## config.mk

```make
export PLATFORM = sky130hd
export DESIGN_NAME = rvExecSlice
export DESIGN_NICKNAME = d
export VERILOG_FILES = /design/src/rvIsaPkg.sv /design/src/rvPipePkg.sv /design/src/rvDecoder.sv /design/src/rvExecSlice.sv /design/src/rvExecutor.sv /design/src/rvOperandStage.sv
export SDC_FILE = /design/constraint.sdc
export NUM_CORES = 1
export LEC_CHECK = 0
export ABC_AREA = 0
export BUFFER_PORTS_ARGS = -buffer_cell sky130_fd_sc_hd__buf_2
export CAP_MARGIN = 10
export CORE_MARGIN = 2
export CORE_UTILIZATION = 40
export DETAILED_ROUTE_END_ITERATION = 10
export GPL_TIMING_DRIVEN = 0
export PLACE_DENSITY = 0.66
export SETUP_SLACK_MARGIN = 0.05
export SYNTH_ARGS = -nofsm -noshare
export SYNTH_HDL_FRONTEND = slang
export SYNTH_SLANG_ARGS = --single-unit
```

## constraint.sdc

```tcl
create_clock -name clk -period 5.01 [get_ports clk]
set_input_delay 0 -clock clk [delete_from_list [all_inputs] [get_ports clk]]
set_output_delay 0 -clock clk [all_outputs]
set_load 0.02 [all_outputs]
```

## src/rvIsaPkg.sv

```systemverilog
/* RV32I encoding constants
   opcodes, funct fields, immediate formats and memory access sizes */
package rvIsaPkg;

    localparam int xlen     = 32;
    localparam int regAddrW = 5;

    // major opcodes
    localparam logic [6:0] opCompute  = 7'b0110011;
    localparam logic [6:0] opICompute = 7'b0010011;
    localparam logic [6:0] opBranch   = 7'b1100011;
    localparam logic [6:0] opLoad     = 7'b0000011;
    localparam logic [6:0] opStore    = 7'b0100011;
    localparam logic [6:0] opJal      = 7'b1101111;
    localparam logic [6:0] opJalr     = 7'b1100111;
    localparam logic [6:0] opLui      = 7'b0110111;
    localparam logic [6:0] opAuipc    = 7'b0010111;

    // funct7 variants
    localparam logic [6:0] funct7Base = 7'h00;
    localparam logic [6:0] funct7Alt  = 7'h20; // sub, sra, srai

    // alu funct3
    localparam logic [2:0] f3AddSub = 3'b000;
    localparam logic [2:0] f3Sll    = 3'b001;
    localparam logic [2:0] f3Slt    = 3'b010;
    localparam logic [2:0] f3Sltu   = 3'b011;
    localparam logic [2:0] f3Xor    = 3'b100;
    localparam logic [2:0] f3SrlSra = 3'b101;
    localparam logic [2:0] f3Or     = 3'b110;
    localparam logic [2:0] f3And    = 3'b111;

    // branch funct3
    localparam logic [2:0] f3Beq  = 3'b000;
    localparam logic [2:0] f3Bne  = 3'b001;
    localparam logic [2:0] f3Blt  = 3'b100;
    localparam logic [2:0] f3Bge  = 3'b101;
    localparam logic [2:0] f3Bltu = 3'b110;
    localparam logic [2:0] f3Bgeu = 3'b111;

    // load and store funct3
    localparam logic [2:0] f3Byte  = 3'b000;
    localparam logic [2:0] f3Half  = 3'b001;
    localparam logic [2:0] f3Word  = 3'b010;
    localparam logic [2:0] f3ByteU = 3'b100; // load only
    localparam logic [2:0] f3HalfU = 3'b101; // load only

    typedef enum logic [2:0] {
        immNone   = 3'b000,
        immI      = 3'b001,
        immS      = 3'b010,
        immB      = 3'b011,
        immU      = 3'b100,
        immJ      = 3'b101,
        immShiftI = 3'b110
    } immKindE;

    typedef enum logic [1:0] {
        sizeByte = 2'b00,
        sizeHalf = 2'b01,
        sizeWord = 2'b10
    } memSizeE;

endpackage

```

## src/rvPipePkg.sv

```systemverilog
/* Pipeline payload types
   structs passed from decoder to operand stage to executor */
package rvPipePkg;

    typedef enum logic [1:0] {
        wbAlu = 2'b00,
        wbMem = 2'b01,
        wbPc4 = 2'b10,
        wbImm = 2'b11
    } wbSelE;

    typedef struct packed {
        logic [rvIsaPkg::xlen-1:0]     pc;
        logic [rvIsaPkg::xlen-1:0]     rs1Data;
        logic [rvIsaPkg::xlen-1:0]     rs2Data;
        logic [rvIsaPkg::xlen-1:0]     imm;
        logic [6:0]                    opcode;
        logic [2:0]                    funct3;
        logic [6:0]                    funct7;
        logic [rvIsaPkg::regAddrW-1:0] rd;
        logic                          regWrite;
        logic                          aSelPc;  // opA from pc
        logic                          bSelImm; // opB from imm
        wbSelE                         wbSel;
        logic                          memRead;
        logic                          memWrite;
        rvIsaPkg::memSizeE             memSize;
        logic                          illegal;
    } decodedOpT;

    typedef struct packed {
        logic [rvIsaPkg::xlen-1:0]     pc;
        logic [rvIsaPkg::xlen-1:0]     rs1Data; // branch compare
        logic [rvIsaPkg::xlen-1:0]     rs2Data;
        logic [rvIsaPkg::xlen-1:0]     imm;
        logic [rvIsaPkg::xlen-1:0]     opA;
        logic [rvIsaPkg::xlen-1:0]     opB;
        logic [6:0]                    opcode;
        logic [2:0]                    funct3;
        logic [6:0]                    funct7;
        logic [rvIsaPkg::regAddrW-1:0] rd;
        logic                          regWrite;
        wbSelE                         wbSel;
        logic                          memRead;
        logic                          memWrite;
        rvIsaPkg::memSizeE             memSize;
        logic                          illegal;
    } operandOpT;

    typedef struct packed {
        logic [rvIsaPkg::regAddrW-1:0] rd;
        logic                          regWrite;
        logic [rvIsaPkg::xlen-1:0]     wbValue;
        logic                          memRead;
        logic                          memWrite;
        logic [rvIsaPkg::xlen-1:0]     memAddr;
        rvIsaPkg::memSizeE             memSize;
        logic                          branchTaken;
        logic [rvIsaPkg::xlen-1:0]     nextPc;
        logic                          halt;
    } execResultT;

endpackage

```

## src/rvDecoder.sv

```systemverilog
/* Instruction decoder
   control unit and immediate generator, one registered stage */
`timescale 1ns/1ps

module rvDecoder (
    input  logic                clk,
    input  logic                rstN,
    input  logic                instValid,
    input  logic [31:0]         instWord,
    input  logic [31:0]         pc,
    input  logic [31:0]         rs1Data,
    input  logic [31:0]         rs2Data,
    output logic                decValid,
    output rvPipePkg::decodedOpT dec
);

    rvPipePkg::decodedOpT decNext;
    rvIsaPkg::immKindE    immKind;
    logic [6:0]           opcode;
    logic [2:0]           funct3;
    logic [6:0]           funct7;

    assign opcode = instWord[6:0];
    assign funct3 = instWord[14:12];
    assign funct7 = instWord[31:25];

    // control unit
    always_comb begin
        decNext          = '0;
        decNext.pc       = pc;
        decNext.rs1Data  = rs1Data;
        decNext.rs2Data  = rs2Data;
        decNext.opcode   = opcode;
        decNext.funct3   = funct3;
        decNext.funct7   = funct7;
        decNext.rd       = instWord[11:7];
        decNext.wbSel    = rvPipePkg::wbAlu;
        decNext.memSize  = rvIsaPkg::sizeByte;
        immKind          = rvIsaPkg::immNone;
        case (opcode)
            rvIsaPkg::opCompute: begin
                decNext.regWrite = 1'b1;
                if (funct7 != rvIsaPkg::funct7Base &&
                    !(funct7 == rvIsaPkg::funct7Alt &&
                      (funct3 == rvIsaPkg::f3AddSub || funct3 == rvIsaPkg::f3SrlSra)))
                    decNext.illegal = 1'b1; // includes the mul/div space
            end
            rvIsaPkg::opICompute: begin
                decNext.regWrite = 1'b1;
                decNext.bSelImm  = 1'b1;
                if (funct3 == rvIsaPkg::f3Sll || funct3 == rvIsaPkg::f3SrlSra) begin
                    immKind = rvIsaPkg::immShiftI;
                    if (funct7 != rvIsaPkg::funct7Base &&
                        !(funct3 == rvIsaPkg::f3SrlSra && funct7 == rvIsaPkg::funct7Alt))
                        decNext.illegal = 1'b1;
                end else begin
                    immKind = rvIsaPkg::immI;
                end
            end
            rvIsaPkg::opLoad: begin
                immKind          = rvIsaPkg::immI;
                decNext.regWrite = 1'b1;
                decNext.bSelImm  = 1'b1;
                decNext.memRead  = 1'b1;
                decNext.wbSel    = rvPipePkg::wbMem;
                case (funct3)
                    rvIsaPkg::f3Byte, rvIsaPkg::f3ByteU: decNext.memSize = rvIsaPkg::sizeByte;
                    rvIsaPkg::f3Half, rvIsaPkg::f3HalfU: decNext.memSize = rvIsaPkg::sizeHalf;
                    rvIsaPkg::f3Word:                    decNext.memSize = rvIsaPkg::sizeWord;
                    default:                             decNext.illegal = 1'b1;
                endcase
            end
            rvIsaPkg::opStore: begin
                immKind          = rvIsaPkg::immS;
                decNext.bSelImm  = 1'b1;
                decNext.memWrite = 1'b1;
                case (funct3)
                    rvIsaPkg::f3Byte: decNext.memSize = rvIsaPkg::sizeByte;
                    rvIsaPkg::f3Half: decNext.memSize = rvIsaPkg::sizeHalf;
                    rvIsaPkg::f3Word: decNext.memSize = rvIsaPkg::sizeWord;
                    default:          decNext.illegal = 1'b1;
                endcase
            end
            rvIsaPkg::opBranch: begin
                immKind         = rvIsaPkg::immB;
                decNext.aSelPc  = 1'b1; // target = pc + imm
                decNext.bSelImm = 1'b1;
                decNext.illegal = (funct3 == 3'b010 || funct3 == 3'b011);
            end
            rvIsaPkg::opJal: begin
                immKind          = rvIsaPkg::immJ;
                decNext.regWrite = 1'b1;
                decNext.aSelPc   = 1'b1;
                decNext.bSelImm  = 1'b1;
                decNext.wbSel    = rvPipePkg::wbPc4;
            end
            rvIsaPkg::opJalr: begin
                immKind          = rvIsaPkg::immI;
                decNext.regWrite = 1'b1;
                decNext.bSelImm  = 1'b1;
                decNext.wbSel    = rvPipePkg::wbPc4;
            end
            rvIsaPkg::opLui: begin
                immKind          = rvIsaPkg::immU;
                decNext.regWrite = 1'b1;
                decNext.wbSel    = rvPipePkg::wbImm;
            end
            rvIsaPkg::opAuipc: begin
                immKind          = rvIsaPkg::immU;
                decNext.regWrite = 1'b1;
                decNext.aSelPc   = 1'b1;
                decNext.bSelImm  = 1'b1;
            end
            default: decNext.illegal = 1'b1; // unknown opcode
        endcase

        // immediate generator
        case (immKind)
            rvIsaPkg::immI:      decNext.imm = {{20{instWord[31]}}, instWord[31:20]};
            rvIsaPkg::immS:      decNext.imm = {{20{instWord[31]}}, instWord[31:25],
                                                instWord[11:7]};
            rvIsaPkg::immB:      decNext.imm = {{19{instWord[31]}}, instWord[31], instWord[7],
                                                instWord[30:25], instWord[11:8], 1'b0};
            rvIsaPkg::immU:      decNext.imm = {instWord[31:12], 12'b0};
            rvIsaPkg::immJ:      decNext.imm = {{11{instWord[31]}}, instWord[31],
                                                instWord[19:12], instWord[20],
                                                instWord[30:21], 1'b0};
            rvIsaPkg::immShiftI: decNext.imm = {27'b0, instWord[24:20]}; // shamt only
            default:             decNext.imm = '0;
        endcase
    end

    always_ff @(posedge clk or negedge rstN) begin
        if (!rstN) begin
            decValid <= 1'b0;
            dec      <= '0;
        end else begin
            decValid <= instValid;
            if (instValid)
                dec <= decNext;
        end
    end

    // valid strobe must stay defined once out of reset
    assert property (@(posedge clk) disable iff (!rstN) !$isunknown(decValid));

endmodule

```

## src/rvExecSlice.sv

```systemverilog
/* RV32I execute slice top
   decoder, operand stage and executor in a three cycle chain */
`timescale 1ns/1ps

module rvExecSlice (
    input  logic                  clk,
    input  logic                  rstN,
    input  logic                  instValid,
    input  logic [31:0]           instWord,
    input  logic [31:0]           pc,
    input  logic [31:0]           rs1Data,
    input  logic [31:0]           rs2Data,
    output logic                  resValid,
    output rvPipePkg::execResultT result
);

    logic                 decValid;
    rvPipePkg::decodedOpT dec;
    logic                 opValid;
    rvPipePkg::operandOpT op;

    rvDecoder u_decoder (
        .clk       (clk),
        .rstN      (rstN),
        .instValid (instValid),
        .instWord  (instWord),
        .pc        (pc),
        .rs1Data   (rs1Data),
        .rs2Data   (rs2Data),
        .decValid  (decValid),
        .dec       (dec)
    );

    rvOperandStage u_operand (
        .clk      (clk),
        .rstN     (rstN),
        .decValid (decValid),
        .dec      (dec),
        .opValid  (opValid),
        .op       (op)
    );

    rvExecutor u_executor (
        .clk      (clk),
        .rstN     (rstN),
        .opValid  (opValid),
        .op       (op),
        .resValid (resValid),
        .result   (result)
    );

endmodule

```

## src/rvExecutor.sv

```systemverilog
/* Executor
   ALU, branch compare, next pc and alignment halts, registered result */
`timescale 1ns/1ps

module rvExecutor (
    input  logic                  clk,
    input  logic                  rstN,
    input  logic                  opValid,
    input  rvPipePkg::operandOpT  op,
    output logic                  resValid,
    output rvPipePkg::execResultT result
);

    rvPipePkg::execResultT resNext;
    logic [31:0] aluSum;
    logic [31:0] aluOut;
    logic [31:0] pcPlus4;
    logic [31:0] target;
    logic [4:0]  shamt;
    logic        isAlu;
    logic        isAlt;
    logic        cond;
    logic        taken;
    logic        sizeHalt;
    logic        pcHalt;
    logic        halt;

    assign aluSum  = op.opA + op.opB;
    assign pcPlus4 = op.pc + 32'd4;
    assign shamt   = op.opB[4:0];
    assign isAlu   = (op.opcode == rvIsaPkg::opCompute) || (op.opcode == rvIsaPkg::opICompute);
    assign isAlt   = (op.funct7 == rvIsaPkg::funct7Alt);

    // anything that is not compute takes the add path
    always_comb begin
        aluOut = aluSum;
        if (isAlu) begin
            case (op.funct3)
                rvIsaPkg::f3AddSub:
                    if (op.opcode == rvIsaPkg::opCompute && isAlt)
                        aluOut = op.opA - op.opB;
                rvIsaPkg::f3Sll:    aluOut = op.opA << shamt;
                rvIsaPkg::f3Slt:    aluOut = {31'b0, $signed(op.opA) < $signed(op.opB)};
                rvIsaPkg::f3Sltu:   aluOut = {31'b0, op.opA < op.opB};
                rvIsaPkg::f3Xor:    aluOut = op.opA ^ op.opB;
                rvIsaPkg::f3SrlSra: aluOut = isAlt ? 32'($signed(op.opA) >>> shamt)
                                                   : op.opA >> shamt;
                rvIsaPkg::f3Or:     aluOut = op.opA | op.opB;
                rvIsaPkg::f3And:    aluOut = op.opA & op.opB;
                default:            aluOut = aluSum;
            endcase
        end
    end

    // branch compare on the raw register values
    always_comb begin
        case (op.funct3)
            rvIsaPkg::f3Beq:  cond = (op.rs1Data == op.rs2Data);
            rvIsaPkg::f3Bne:  cond = (op.rs1Data != op.rs2Data);
            rvIsaPkg::f3Blt:  cond = ($signed(op.rs1Data) < $signed(op.rs2Data));
            rvIsaPkg::f3Bge:  cond = ($signed(op.rs1Data) >= $signed(op.rs2Data));
            rvIsaPkg::f3Bltu: cond = (op.rs1Data < op.rs2Data);
            rvIsaPkg::f3Bgeu: cond = (op.rs1Data >= op.rs2Data);
            default:          cond = 1'b0;
        endcase
    end

    assign taken = (op.opcode == rvIsaPkg::opBranch && cond) ||
                   op.opcode == rvIsaPkg::opJal || op.opcode == rvIsaPkg::opJalr;
    assign target = (op.opcode == rvIsaPkg::opJalr) ? {aluSum[31:1], 1'b0} : aluSum;

    // size check and pc alignment
    assign sizeHalt = (op.memRead || op.memWrite) &&
                      ((op.memSize == rvIsaPkg::sizeHalf && aluOut[0]) ||
                       (op.memSize == rvIsaPkg::sizeWord && aluOut[1:0] != 2'b00));
    assign pcHalt   = taken && (target[1:0] != 2'b00);
    assign halt     = op.illegal || sizeHalt || pcHalt;

    always_comb begin
        resNext             = '0;
        resNext.rd          = op.rd;
        resNext.regWrite    = op.regWrite && !halt; // no write from a halted op
        resNext.memRead     = op.memRead;
        resNext.memWrite    = op.memWrite;
        resNext.memAddr     = aluOut;
        resNext.memSize     = op.memSize;
        resNext.branchTaken = taken;
        resNext.nextPc      = taken ? target : pcPlus4;
        resNext.halt        = halt;
        case (op.wbSel)
            rvPipePkg::wbAlu: resNext.wbValue = aluOut;
            rvPipePkg::wbPc4: resNext.wbValue = pcPlus4;  // link value
            rvPipePkg::wbImm: resNext.wbValue = op.imm;
            default:          resNext.wbValue = '0;       // load data not modelled
        endcase
    end

    always_ff @(posedge clk or negedge rstN) begin
        if (!rstN) begin
            resValid <= 1'b0;
            result   <= '0;
        end else begin
            resValid <= opValid;
            if (opValid)
                result <= resNext;
        end
    end

    // decoder never marks an op as both load and store
    assert property (@(posedge clk) disable iff (!rstN)
        resValid |-> !(result.memRead && result.memWrite));

endmodule

```

## src/rvOperandStage.sv

```systemverilog
/* Operand stage
   picks ALU operands from registers, pc and immediate, registered */
`timescale 1ns/1ps

module rvOperandStage (
    input  logic                 clk,
    input  logic                 rstN,
    input  logic                 decValid,
    input  rvPipePkg::decodedOpT dec,
    output logic                 opValid,
    output rvPipePkg::operandOpT op
);

    rvPipePkg::operandOpT opNext;

    always_comb begin
        opNext          = '0;
        opNext.pc       = dec.pc;
        opNext.rs1Data  = dec.rs1Data;
        opNext.rs2Data  = dec.rs2Data;
        opNext.imm      = dec.imm;
        opNext.opA      = dec.aSelPc ? dec.pc : dec.rs1Data;
        opNext.opB      = dec.bSelImm ? dec.imm : dec.rs2Data;
        opNext.opcode   = dec.opcode;
        opNext.funct3   = dec.funct3;
        opNext.funct7   = dec.funct7;
        opNext.rd       = dec.rd;
        opNext.regWrite = dec.regWrite;
        opNext.wbSel    = dec.wbSel;
        opNext.memRead  = dec.memRead;
        opNext.memWrite = dec.memWrite;
        opNext.memSize  = dec.memSize;
        opNext.illegal  = dec.illegal;
    end

    always_ff @(posedge clk or negedge rstN) begin
        if (!rstN) begin
            opValid <= 1'b0;
            op      <= '0;
        end else begin
            opValid <= decValid;
            if (decValid)
                op <= opNext;
        end
    end

    // pc as operand A always comes with an immediate as operand B
    assert property (@(posedge clk) disable iff (!rstN)
        decValid |-> (!dec.aSelPc || dec.bSelImm));

endmodule

```

==> impl_metrics.tcl <==
set metrics [dict create \
    status "finished clean" \
    die_h_um 280 \
    worstMarginPinSlew_ps 1390 \
    avgSynthCellArea_um2 9.70 \
    htree_levels 2 \
    grt_max_degree 119 \
    finalCritPeriodShare_pct 97.2 \
    wirelength_um 137000 \
    drv_cap 0 \
    crit_required_ps 5540 \
    rsz0062_at_grt "false" \
    irDropWorstVdd_mv 0.267 \
    synth_area_leader_cell "dfrtp_1" \
    path_max_fanout 10 \
    hp-start "pc[0]" \
    synth.most_common_cell "dfrtp_1" \
    grtUsageTotal_pct 34.4 \
    start_kind "flip-flop" \
    r2r.worst_path.cells 13 \
    synth_top_cells_by_count "493 x dfrtp_1, 367 x nor2_1, 294 x mux2_2, 267 x a21oi_1, 189 x nand2_1" \
    seq_area_frac_synth_pct 40.5 \
    async_flop_share_pct 100 \
    dieWidth_um 280 \
    cts_tree "built" \
    startpoint "u_operand.op[31]$_DFFE_PN0P_" \
    drt_iter0_drc 3643 \
    drtPass1Iterations 6 \
    gp_congestion 1.07 \
    hold_class "input port to flip-flop" \
    slew_viol_final 0 \
    root_buffer "clkbuf_16" \
    route.detailed.drc 0 \
    num-nets-final 3842 \
    ctsLongestPathBuffers 3 \
    ys_warn_count 0 \
    synth.top_cell.area_share_pct 40.5 \
    worstReg2RegEnd "u_executor.result[98]$_DFFE_PN0P_" \
    start_util_pct 40.3 \
    post-dp-hpwl_um 106000 \
    powerDensity_mw_per_mm2 418 \
    synth_edf_count 0 \
    fp-row-count 101 \
    clk_latency_ps 640 \
    critPathCaptureType "flip-flop" \
    overflow 0 \
    leakage_nw 15.7 \
    holdWs_ps 131 \
    drtAntennaViolNets 0 \
    cts.reportedPaths.clkPinSlew_ps 60 \
    numCtsBuffers 54 \
    path_class "flip-flop to flip-flop" \
    io_pins 240 \
    synth_seq_cells 493 \
    design_area_mm2 0.0364 \
    pre_cts_slack_ps -1250 \
    netlist_area_mm2 0.0304 \
    fmax_mhz 205 \
    post-route-min-period_ps 4870 \
    vias 28594 \
    wl_per_cell_um 29.7 \
    reg2reg_slack_ps 140 \
    cts.sinks 493 \
    synth_area_leaders "dfrtp_1 41%, mux2_2 11%, ha_1 5.3%, nor2_1 4.5%, mux2i_1 4.4%" \
    relSlewSlack_pct 6.90 \
    setup_viol 0 \
    hold_depth 3 \
    core_area_mm2 0.0756 \
    grt_pass1_vias 27503 \
    ys.flop_type "dfrtp_1" \
    nFillCells 7052 \
    synth_cell_types 77 \
    die-area_mm2 0.0783 \
    r2r-start "u_operand.op[31]$_DFFE_PN0P_" \
    cp.arrival_ps 5390 \
    synthesis.nets 3401 \
    power.total_w 0.0152 \
    setup_ws_ps 142 \
    netlist_instances 3138 \
    antenna_found_initial 8 \
    skew_ps 38.1 \
    hold_viol_final 0 \
    portBuffers 239 \
    syn_to_final_growth_pct 19.6 \
    post_dp_cell_area_mm2 0.0330 \
    via_per_inst 6.21 \
    grt_pass1_wl_um 195000 \
    min_to "u_decoder.dec[128]$_DFFE_PN0P_" \
    drive_gt1_share_pct 21.0 \
]
timing repair:
| item | CTS | global route |
|---|---|---|
| hold endpoints to repair | 328 | 0 |
| hold buffers | 134 | 0 |
| setup endpoints to repair | 60 | 25 |
| pin swaps | 3 | 0 |
| setup buffers | 6 | 0 |
| resized for setup | 7 | 13 |
flip-flops by register name, indices dropped and copies added (netlist names):
| signal | flops |
|---|---|
| u_operand.op | 222 |
| u_decoder.dec | 160 |
| u_executor.result | 108 |
| u_decoder.decValid | 1 |
| u_executor.resValid | 1 |
| u_operand.opValid | 1 |
metrics by stage:
stage | setup TNS, ps | util [%] | cells
after detailed placement | -26800 | 43.7 | 4362
after global routing | 0 | 48.2 | 4603
after CTS | 0 | 48.1 | 4603
after global placement | -3088660 | 43.5 | 4355
final | 0 | 48.2 | 4604
after floorplan | 0 | - | 3138
layout make-up:
cell class / instances / area, µm² / area share, %
diodes: 1 / 2.50 / 0.00687
inverters: 169 / 638 / 1.75
flip-flops and latches: 493 / 12300 / 33.9
repair buffers: 386 / 2740 / 7.53
well taps: 978 / 1220 / 3.36
clock buffers: 67 / 1450 / 3.98
plain buffers: 213 / 851 / 2.34
clock inverters: 35 / 505 / 1.39
multi-input cells: 2262 / 16700 / 45.8
worst max-delay path: stages (launching register included):
cell,delay (ps)
dfrtp_1,490
buf_2,310
clkbuf_4,310
buf_2,360
buf_2,340
buf_2,400
mux4_2,350
nor2_1,170
nor3_1,90
o21ai_0,380
o21ai_0,270
a2111oi_1,720
a21oi_1,230
a221o_1,330
per-layer routing:
layer	share of wire, %	GRT usage (%)	vias to the layer above
met5	0.056	0	-
met4	6.2	17.7	12
met3	9.6	6.77	402
met2	45	53.8	1751
met1	39	45.2	14271
li1	-	-	12158
cell usage in the layout, fill, tap and decap left out, types with 20 or more instances in the layout:
master,netlist,final
mux2_2,294,294
inv_1,162,162
o22ai_1,50,50
mux4_2,59,59
nor3_1,49,48
a21o_1,22,22
dlygate4sd3_1,0,133
a21oi_1,267,265
a22oi_1,21,21
ha_1,130,130
nand3_1,38,38
clkbuf_16,0,54
a211oi_1,28,28
a221oi_1,34,33
a31oi_1,23,23
xnor2_1,50,50
nor2_1,367,367
nand2_1,189,189
and3_1,21,21
o211ai_1,25,25
buf_1,22,20
clkbuf_1,167,171
dfrtp_1,493,493
buf_2,22,261
o21ai_0,188,188
mux2i_1,135,135
kinds of logic (layout without fill, tap and decap cells):
family | Yosys count | in the layout | synth area share [%]
buf+inv | 383 | 870 | 4.86
simple gates | 780 | 780 | 11.2
fa+ha+maj | 132 | 132 | 5.48
xor+xnor | 70 | 70 | 2.04
other cells | 0 | 1 | 0
compound gates | 792 | 792 | 16.2
flops | 493 | 493 | 40.5
mux | 488 | 488 | 19.7
power by group:
part	total, W	internal [W]	switching, W
Sequential	0.00524	0.00453	0.000714
Combinational	0.00558	0.00199	0.00360
Clock	0.00438	0.00260	0.00178
worst max-delay path by stage:
stage	end	slack (ps)
3_3_place_gp	u_decoder.dec[137]$_DFFE_PN0P_	-6300
3_5_place_dp	u_executor.result[97]$_DFFE_PN0P_	-1250
5_1_grt	u_executor.result[87]$_DFFE_PN0P_	60
2_1_floorplan	u_executor.result[94]$_DFFE_PN0P_	910
6_report	u_executor.result[98]$_DFFE_PN0P_	140
4_1_cts	u_executor.result[97]$_DFFE_PN0P_	40
(Power assumes the default switching activity.)
